`config.mk`:
```
export PLATFORM = sky130hd
export DESIGN_NAME = div_unit
export DESIGN_NICKNAME = d
export VERILOG_FILES = /design/src/hw/riscv_m_pkg.sv /design/src/hw/div_pkg.sv /design/src/hw/div_operand_prep.sv /design/src/hw/div_core.sv /design/src/hw/div_result_sel.sv /design/src/hw/div_unit.sv
export SDC_FILE = /design/constraint.sdc
export NUM_CORES = 1
export LEC_CHECK = 0
export BUFFER_PORTS_ARGS = -buffer_cell sky130_fd_sc_hd__buf_2
export CAP_MARGIN = 0
export CORE_MARGIN = 3
export CORE_UTILIZATION = 61
export DETAILED_ROUTE_END_ITERATION = 8
export PLACE_DENSITY = 0.82
export SETUP_SLACK_MARGIN = 0.2
export SYNTH_ARGS = -nofsm -noshare
export SYNTH_HDL_FRONTEND = slang
export SYNTH_SLANG_ARGS = --single-unit
```
`constraint.sdc`:
```
create_clock -name clk -period 6.4 [get_ports clk]
set_clock_uncertainty 0.1 [all_clocks]
set_input_delay 1.6 -clock clk [delete_from_list [all_inputs] [get_ports clk]]
set_output_delay 1.6 -clock clk [all_outputs]
set_load 0.005 [all_outputs]
```
`src/hw/riscv_m_pkg.sv`:
```
package riscv_m_pkg;

    // integer register width of the RV64 base ISA.
    localparam int xlen = 64;

    // funct3 of the M-extension divide group.
    // the same encodings serve the OP and OP-32 forms; the word
    // forms are told apart by the opcode, which arrives here as word.
    localparam logic [2:0] funct3_div  = 3'b100;
    localparam logic [2:0] funct3_divu = 3'b101;
    localparam logic [2:0] funct3_rem  = 3'b110;
    localparam logic [2:0] funct3_remu = 3'b111;

endpackage

```
`src/hw/div_pkg.sv`:
```
package div_pkg;

    // sequencer of the iterative divider.
    // idle waits for start, run covers the setup cycle and the
    // shift-subtract steps, fin presents the result for one cycle.
    typedef enum logic [1:0] {
        idle = 2'd0,
        run  = 2'd1,
        fin  = 2'd2
    } div_state_e;

    // iteration counter, wide enough for setup plus 64 steps.
    localparam int cnt_w = 7;

endpackage

```
`src/hw/div_operand_prep.sv`:
```
`timescale 1ns/1ps

module div_operand_prep #(
    parameter int width = 64
) (
    input  logic [2:0]       funct3,
    input  logic             word,
    input  logic [width-1:0] rs1,
    input  logic [width-1:0] rs2,
    output logic [width-1:0] dividend_mag,
    output logic [width-1:0] divisor_mag,
    output logic             neg_quot,
    output logic             neg_rem
);
    import riscv_m_pkg::*;

    // selects the low 32 bits of a register.
    localparam logic [width-1:0] lo_mask = width'(32'hffff_ffff);

    logic             is_signed;
    logic [width-1:0] a_fill;
    logic [width-1:0] b_fill;
    logic [width-1:0] a_ext;
    logic [width-1:0] b_ext;
    logic             a_neg;
    logic             b_neg;
    logic             b_zero;

    assign is_signed = (funct3 == funct3_div) || (funct3 == funct3_rem);

    // word forms keep the low half and refill the rest by signedness.
    assign a_fill = {width{is_signed & rs1[31]}};
    assign b_fill = {width{is_signed & rs2[31]}};

    always_comb begin
        if (word) begin
            a_ext = (rs1 & lo_mask) | (a_fill & ~lo_mask);
            b_ext = (rs2 & lo_mask) | (b_fill & ~lo_mask);
        end else begin
            a_ext = rs1;
            b_ext = rs2;
        end
    end

    assign a_neg  = is_signed & a_ext[width-1];
    assign b_neg  = is_signed & b_ext[width-1];
    assign b_zero = (b_ext == '0);

    // the most negative value maps onto itself, read as unsigned it is
    // already the right magnitude.
    assign dividend_mag = a_neg ? -a_ext : a_ext;
    assign divisor_mag  = b_neg ? -b_ext : b_ext;

    // remainder follows the dividend.
    assign neg_rem = a_neg;

    // a zero divisor must leave the all-ones quotient unnegated.
    assign neg_quot = (a_neg ^ b_neg) & ~b_zero;

endmodule

```
`src/hw/div_core.sv`:
```
`timescale 1ns/1ps

module div_core #(
    parameter int width = 64
) (
    input  logic             clk,
    input  logic             rst_n,
    input  logic             start,
    input  logic [width-1:0] dividend_mag,
    input  logic [width-1:0] divisor_mag,
    input  logic             neg_quot,
    input  logic             neg_rem,
    input  logic [2:0]       funct3,
    input  logic             word,
    output logic             busy,
    output logic             done,
    output logic [width-1:0] quot,
    output logic [width-1:0] rem,
    output logic             neg_quot_q,
    output logic             neg_rem_q,
    output logic [2:0]       funct3_q,
    output logic             word_q
);
    import div_pkg::*;

    div_state_e         state;
    logic [cnt_w-1:0]   cnt;
    logic [width-1:0]   dividend_q;
    logic [width-1:0]   divisor_q;
    logic [2*width-1:0] part;
    logic [width:0]     shift_hi;
    logic [width-1:0]   diff;
    logic               ge;
    logic               accept;

    // busy and done low together means the sequencer is idle.
    assign accept = start && (state == idle);

    // upper half after the shift, one bit wider than the divisor.
    assign shift_hi = part[2*width-1:width-1];
    assign ge       = shift_hi >= {1'b0, divisor_q};
    assign diff     = shift_hi[width-1:0] - divisor_q;

    always_ff @(posedge clk or negedge rst_n) begin
        if (!rst_n) begin
            state <= idle;
            cnt   <= '0;
        end else begin
            case (state)
                idle: begin
                    if (accept) begin
                        state <= run;
                        cnt   <= '0;
                    end
                end
                run: begin
                    cnt <= cnt + 1'b1;
                    // step count 0 is setup, steps 1 to width shift.
                    if (cnt == cnt_w'(width)) begin
                        state <= fin;
                    end
                end
                fin: begin
                    state <= idle;
                end
                default: begin
                    state <= idle;
                end
            endcase
        end
    end

    // operands and flags stay put from accept until the next accept.
    always_ff @(posedge clk or negedge rst_n) begin
        if (!rst_n) begin
            dividend_q <= '0;
            divisor_q  <= '0;
            neg_quot_q <= 1'b0;
            neg_rem_q  <= 1'b0;
            funct3_q   <= 3'b000;
            word_q     <= 1'b0;
        end else if (accept) begin
            dividend_q <= dividend_mag;
            divisor_q  <= divisor_mag;
            neg_quot_q <= neg_quot;
            neg_rem_q  <= neg_rem;
            funct3_q   <= funct3;
            word_q     <= word;
        end
    end

    // restoring shift-subtract, upper half remainder, lower half quotient.
    always_ff @(posedge clk or negedge rst_n) begin
        if (!rst_n) begin
            part <= '0;
        end else if (state == run) begin
            if (cnt == '0) begin
                part <= {{width{1'b0}}, dividend_q};
            end else if (ge) begin
                part <= {diff, part[width-2:0], 1'b1};
            end else begin
                part <= {part[2*width-2:0], 1'b0};
            end
        end
    end

    assign busy = (state == run);
    assign done = (state == fin);
    assign quot = part[width-1:0];
    assign rem  = part[2*width-1:width];

endmodule

```
`src/hw/div_result_sel.sv`:
```
`timescale 1ns/1ps

module div_result_sel #(
    parameter int width = 64
) (
    input  logic [width-1:0] quot,
    input  logic [width-1:0] rem,
    input  logic             neg_quot,
    input  logic             neg_rem,
    input  logic [2:0]       funct3,
    input  logic             word,
    output logic [width-1:0] result
);
    import riscv_m_pkg::*;

    localparam logic [width-1:0] lo_mask = width'(32'hffff_ffff);

    logic [width-1:0] quot_s;
    logic [width-1:0] rem_s;
    logic [width-1:0] sel;
    logic             is_rem;

    // signs were settled during operand preparation.
    assign quot_s = neg_quot ? -quot : quot;
    assign rem_s  = neg_rem ? -rem : rem;

    assign is_rem = (funct3 == funct3_rem) || (funct3 == funct3_remu);
    assign sel    = is_rem ? rem_s : quot_s;

    // word results are sign-extended from bit 31, signed or not.
    always_comb begin
        if (word) begin
            result = (sel & lo_mask) | ({width{sel[31]}} & ~lo_mask);
        end else begin
            result = sel;
        end
    end

endmodule

```
`src/hw/div_unit.sv`:
```
`timescale 1ns/1ps

module div_unit #(
    parameter int width = riscv_m_pkg::xlen
) (
    input  logic             clk,
    input  logic             rst_n,
    input  logic             start,
    input  logic [2:0]       funct3,
    input  logic             word,
    input  logic [width-1:0] rs1,
    input  logic [width-1:0] rs2,
    output logic             busy,
    output logic             done,
    output logic [width-1:0] result
);

    logic [width-1:0] dividend_mag;
    logic [width-1:0] divisor_mag;
    logic             neg_quot;
    logic             neg_rem;
    logic [width-1:0] quot;
    logic [width-1:0] rem;
    logic             neg_quot_q;
    logic             neg_rem_q;
    logic [2:0]       funct3_q;
    logic             word_q;

    div_operand_prep #(
        .width(width)
    ) prep_i (
        .funct3      (funct3),
        .word        (word),
        .rs1         (rs1),
        .rs2         (rs2),
        .dividend_mag(dividend_mag),
        .divisor_mag (divisor_mag),
        .neg_quot    (neg_quot),
        .neg_rem     (neg_rem)
    );

    // one quotient bit per cycle.
    div_core #(
        .width(width)
    ) core_i (
        .clk         (clk),
        .rst_n       (rst_n),
        .start       (start),
        .dividend_mag(dividend_mag),
        .divisor_mag (divisor_mag),
        .neg_quot    (neg_quot),
        .neg_rem     (neg_rem),
        .funct3      (funct3),
        .word        (word),
        .busy        (busy),
        .done        (done),
        .quot        (quot),
        .rem         (rem),
        .neg_quot_q  (neg_quot_q),
        .neg_rem_q   (neg_rem_q),
        .funct3_q    (funct3_q),
        .word_q      (word_q)
    );

    div_result_sel #(
        .width(width)
    ) sel_i (
        .quot    (quot),
        .rem     (rem),
        .neg_quot(neg_quot_q),
        .neg_rem (neg_rem_q),
        .funct3  (funct3_q),
        .word    (word_q),
        .result  (result)
    );

endmodule

```
=== Word-level counts from Yosys, hierarchy flattened ===
Index checks and enable logic that the tools add are counted.

* Register bits after elaboration: 271
* Output and inout port bits: 66

* $add $sub $neg: 6
* Order comparisons: 1
* Equality and inequality tests: 9
* Mux-type cells: 15
* Bitwise gates (word level): 10
* Reduce and logical (&&, ||, !) cells: 9

{| class="wikitable"
|+ Operators by type and width
! cell !! count
|-
| 2-to-1 mux 64 bit || 8
|-
| 2-to-1 mux 128 bit || 2
|-
| negator 64 bit || 4
|-
| bitwise OR 32 x 64 -> 64 bit || 3
|-
| greater-or-equal comparator 65 x 64 -> 1 bit || 1
|-
| logical NOT 64 bit || 1
|-
| subtractor 64 bit || 1
|-
| case mux 7 bit (2 select lines) || 1
|-
| == test 3 bit (second input constant) || 4
|-
| adder 7 x 1 -> 7 bit (second input constant) || 1
|-
| == test 7 bit (second input constant) || 1
|-
| logical NOT 7 bit || 1
|-
| 2-to-1 mux 7 bit || 1
|-
| AND 1 bit || 5
|-
| 2-to-1 mux 2 bit || 2
|-
| != test 2 x 1 -> 1 bit (second input constant) || 2
|-
| case mux 2 bit (2 select lines) || 1
|-
| AND reduction 2 bit || 2
|-
| == test 2 x 1 -> 1 bit (second input constant) || 1
|-
| == test 2 bit (second input constant) || 1
|-
| logical NOT 2 bit || 1
|-
| logical OR 1 bit || 2
|-
| nonzero test 2 bit || 1
|-
| logical AND 1 bit || 1
|-
| 2 further kinds || 2
|}

=== Longest topological paths before layout ===
* Depth in word-level cells: 8
* Depth in mapped cells: 15

=== Cells and area by module ===
Synthesis repeated with hierarchy kept, for this count alone.

* Cell total of the unflattened synthesis: 3086
* Area, all modules: 23186.0 um2

{| class="wikitable"
|+ By module, submodules not included
! module !! instances !! cells an instance !! area an instance (um2) !! seq. area each (um2)
|-
| div_core || 1 || 1835 || 15237.1 || 6781.5
|-
| div_result_sel || 1 || 608 || 4070.2 || 0.0
|-
| div_operand_prep || 1 || 643 || 3878.7 || 0.0
|}

=== Worst setup path before layout ===
OpenSTA, ideal clock, no wires.

* Kind: flip-flop to output port
* Start point: reg core_i.part[11]
* End point: out result[54]
* Data arrival time: 3.609 ns
* Required time: 4.700 ns
* Setup slack: 1.091 ns
* Cell stages (with the launch flop): 12
* Buffers on the path: 1
* Path through: dfrtp_1 or3_4 or4_4 or2_1 or3_4 or4_4 buf_6 nand3b_4 or3_4 o41ai_2 xor2_1 o221ai_1

* Longest elaborated chain between the ends: 5

{| class="wikitable"
|+ Ends and longest elaborated chain
! item !! line !! source
|-
| start: declaration || div_core.sv:30 || <nowiki>logic [2*width-1:0] part;</nowiki>
|-
| start signal: assignment || div_core.sv:98 || <nowiki>part <= {{width{1'b0}}, dividend_q};</nowiki>
|-
| start signal: assignment || div_core.sv:100 || <nowiki>part <= {diff, part[width-2:0], 1'b1};</nowiki>
|-
| start signal: assignment || div_core.sv:102 || <nowiki>part <= {part[2*width-2:0], 1'b0};</nowiki>
|-
| negator 64 bit * || div_result_sel.sv:24 || <nowiki>assign quot_s = neg_quot ? -quot : quot;</nowiki>
|-
| 2-to-1 mux 64 bit * || div_result_sel.sv:24 ||
|-
| 2-to-1 mux 64 bit * || div_result_sel.sv:28 || <nowiki>assign sel = is_rem ? rem_s : quot_s;</nowiki>
|-
| bitwise OR 32 x 64 -> 64 bit || div_result_sel.sv:33 || <nowiki>result = (sel & lo_mask) | ({width{sel[31]}} & ~lo_mask);</nowiki>
|-
| 2-to-1 mux 64 bit * || div_result_sel.sv:32 || <nowiki>if (word) begin</nowiki>
|-
| end: declaration || div_unit.sv:15 || <nowiki>output logic [width-1:0] result</nowiki>
|}

Every way passes the cells marked *; elsewhere a longest branch is shown, timed or not.

=== Worst setup path in the final report ===
* Start point: reg core_i.part[11]
* End point: out result[62]

The elaborated chain is that of the path after synthesis.

==> reports/qor.txt <==
Clock buffer depth - 3
Main combinational cell family by area after synthesis - compound AO/OA/AOI/OAI gates
Max Freq - 0.164 GHz
Die H - 195 µm
Die X - 195 µm
Syn avg cell area - 7.48 µm²
CTS root buf - clkbuf_16
Final ANT Viol Nets - 0
Cells along the critical path - or3_4 > or4_4 > or2_1 > or3_4 > or4_4 > nand3b_4 > or3_4 > o31ai_2 > xor2_1 > o221ai_1 > buf_2
Final Hold Vio Count - 0
WS Path Type - register to output port
Crit-path slowest cell - or4_4
DRC Markers - 0
XOR/XNOR share of the synthesized area - 0.115
Startpoint types - register
Vias/cell - 6.64
Fill cells - 2933
Die Area - 38100 µm²
Input/output buffers - 200
Routed wire length - 76200 µm
Final worst-path cycle share - 0.955
Worst-path maximum fanout - 6
Avg WL per Cell - 21.8 µm
Synthesis Warnings - 0
First DRT Iteration DRCs - 3016
Pre-Repair DR Iteration Count - 6
Placer congestion estimate - 1.01
CP delay by family, top - simple AND/OR/NAND/NOR gates
Diode count - 0
Initial antenna violation count - 2
Simple-Gate Fraction of Synth Area - 0.213
DP HPWL - 56100 µm
Boundary pin count - 201
Mapped Nets - 3126
Clk pin slew, worst setup/hold paths - 0.06 ns
Arrival @ worst endpoint - 4.41 ns
Vias in the first global route - 21297
Flops & latches, synth - 270
Unrepaired setup endpoints after global routing - yes
Power, Total - 0.00380 W
Nets - 3220
Row count - 68
Mapped Cells - 2920
Crit-path most repeated cell - or3_4
Headroom to the max-slew limit - 0.281
Top_reg_cell synth - dfrtp_1
CTS tree - done
Nature of the critical path endpoint - output port
Max stage delay on crit path - 0.51 ns
Routed via count - 23181
Power Dens Cells - 157 nW/µm²
# clock sinks - 270
Multiplexer share of the synthesized area - 0.00561
Final worst path period need - 6.11 ns
Synth cell types - 76
Setup TNS - 0 ns
First-pass GRT wire length - 118000 µm
Post-synthesis adder-cell area fraction - 0.0410
Starting Density - 0.626
Min-delay worst type - register to register
Grt total ovfl - 0
Share of layout cells above drive strength 1 - 0.117
Buffers & Inverters on Critical Path - 1
Status - finished, final reports clean
Worst VDD drop - 0.000205 V
Placed insts - 3429
TritonCTS Buffers - 31
Pins Over Slew Limit - 0
Slew @ Worst Pin - 1.07 ns
Leak - 11.4 nW
Post-synth EDFFs - 0
Gr usage total - 0.381
Hold buffer count at CTS - 0
CORE AREA - 34900 µm²
Largest net degree at the start of global routing - 186
Synth Area in Compound Gates - 0.266
H-tree Lvls - 1
Maxcap violations - 0
Setup violators final - 0
Finished Layout Cells - 3493
Worst-Skew Late Latency - 0.60 ns
Synthesized area - 21800 µm²
Area Growth Syn to Fin - 11.0%
Seq/Total Area, Yosys - 0.309
CP required - 4.70 ns
Fraction of registers with async set/reset - 1.00
[worst reg2reg max path: stages (launching register included)]
cell	delay [ns]
dfrtp_1	0.41
inv_1	0.18
ha_1	0.20
inv_1	0.05
fa_1	0.44
a211oi_1	0.47
o21ai_0	0.23
nand3b_1	0.16
a21oi_1	0.12
nor4b_1	0.88
o31ai_1	0.26
a21boi_0	0.49
o31ai_1	0.20
xnor2_1	0.19
o21ai_0	0.10
[where the power goes]
group | internal (W) | switching [W]
combinational | 0.000107 | 0.000204
clock | 0.00102 | 0.000759
sequential | 0.00171 | 0
total | 0.00284 | 0.000963
[through the flow]
stage	util	area, µm²	worst slack [ns]	hold slack [ns]
2_1_floorplan	-	21800	1.09	0.349
3_3_place_gp	0.661	23100	0.496	0.361
3_5_place_dp	0.661	23100	0.444	0.369
4_1_cts	0.693	24200	0.204	0.383
5_1_grt	0.696	24300	0.175	0.409
6_report	0.696	24300	0.289	0.381
[layer usage]
metal | share of wire | wire, µm | GRT usage | vias up
li1 | - | - | - | 10593
met2 | 0.43 | 32800 | 0.570 | 1410
met3 | 0.12 | 8830 | 0.0716 | 224
met4 | 0.048 | 3620 | 0.154 | 0
met5 | 0 | 0 | 0 | -
met1 | 0.41 | 31000 | 0.547 | 10954
[final cells by class]
| class | count | area [µm²] | share of cell area |
|---|---|---|---|
| Multi-Input combinational cell | 2363 | 14200 | 0.583 |
| Sequential cell | 270 | 6760 | 0.279 |
| Timing Repair Buffer | 244 | 1380 | 0.0568 |
| Clock buffer | 40 | 850 | 0.0350 |
| Tap cell | 455 | 569 | 0.0235 |
| Inverter | 104 | 393 | 0.0162 |
| Clock inverter | 17 | 161 | 0.00665 |
[placed cells by master, fill, tap and decap left out, drive strengths merged, types with 5 or more instances in the layout]
cell / count
nand2: 467
o21ai: 346
dfrtp: 270
nor2: 254
buf: 244
a21oi: 225
xor2: 149
xnor2: 139
inv: 107
a31oi: 90
o31ai: 73
ha: 70
nor3: 55
a21o: 46
nand3: 45
or3: 43
clkbuf: 40
o41ai: 35
or4: 34
nor4: 31
nand4: 25
a211oi: 17
o21a: 16
o21bai: 16
or2: 15
nor2b: 13
o211ai: 13
and3: 12
clkinv: 12
a22oi: 11
o221ai: 11
mux2i: 10
nand2b: 10
and2: 9
o22ai: 9
a221oi: 8
a2bb2oi: 6
a21boi: 5
a211o: 5
[path summary, 6_finish.rpt]
kind	start	to	slack [ns]	cells after the start
setup / recovery	core_i.part[11]$_DFFE_PN0P_	result[62]	0.29	11
hold / removal	core_i.divisor_q[5]$_DFFE_PN0P_	core_i.divisor_q[5]$_DFFE_PN0P_	0.38	2
setup reg to reg	core_i.part[63]$_DFFE_PN0P_	core_i.part[104]$_DFFE_PN0P_	1.81	14
hold reg to reg	core_i.divisor_q[5]$_DFFE_PN0P_	core_i.divisor_q[5]$_DFFE_PN0P_	0.38	2
max in group asynchronous	rst_n	core_i.part[10]$_DFFE_PN0P_	3.97	2
min in group asynchronous	rst_n	core_i.divisor_q[16]$_DFFE_PN0P_	0.91	1
[synthesized netlist by cell type (all sizes together), types with 45 or more instances]
master / n / area [µm²]
dfrtp: 270 / 6760
o21ai: 346 / 1730
nand2: 467 / 1750
inv: 104 / 390
xor2: 149 / 1310
xnor2: 139 / 1220
o31ai: 73 / 548
ha: 70 / 876
nor3: 55 / 275
a21oi: 225 / 1130
nor2: 254 / 953
a21o: 46 / 345
clkbuf: 166 / 623
a31oi: 90 / 563
nand3: 45 / 225
[cell families after synthesis]
group | after synthesis
AOI/OAI and AO/OA | 961
xor gates and xnor gates | 288
adders and majority gates | 71
buffers and inverters | 287
DFF | 270
muxes | 12
and+or+nand+nor | 1031
[sequential cells by signal, indices dropped and copies added (netlist names)]
name               count
core_i.funct3_q        2
core_i.dividend_q     64
core_i.state           2
core_i.cnt             7
core_i.word_q          1
core_i.divisor_q      64
core_i.neg_rem_q       1
core_i.neg_quot_q      1
core_i.part          128
[repair_timing]
| action | in CTS | in global routing |
|---|---|---|
| gates resized for setup | 9 | 19 |
| pin swaps | 2 | 3 |
| endpoints found under the setup margin | 28 | 28 |
| buffers inserted | 6 | 1 |
Note: power is estimated with default switching activity, not from simulation.
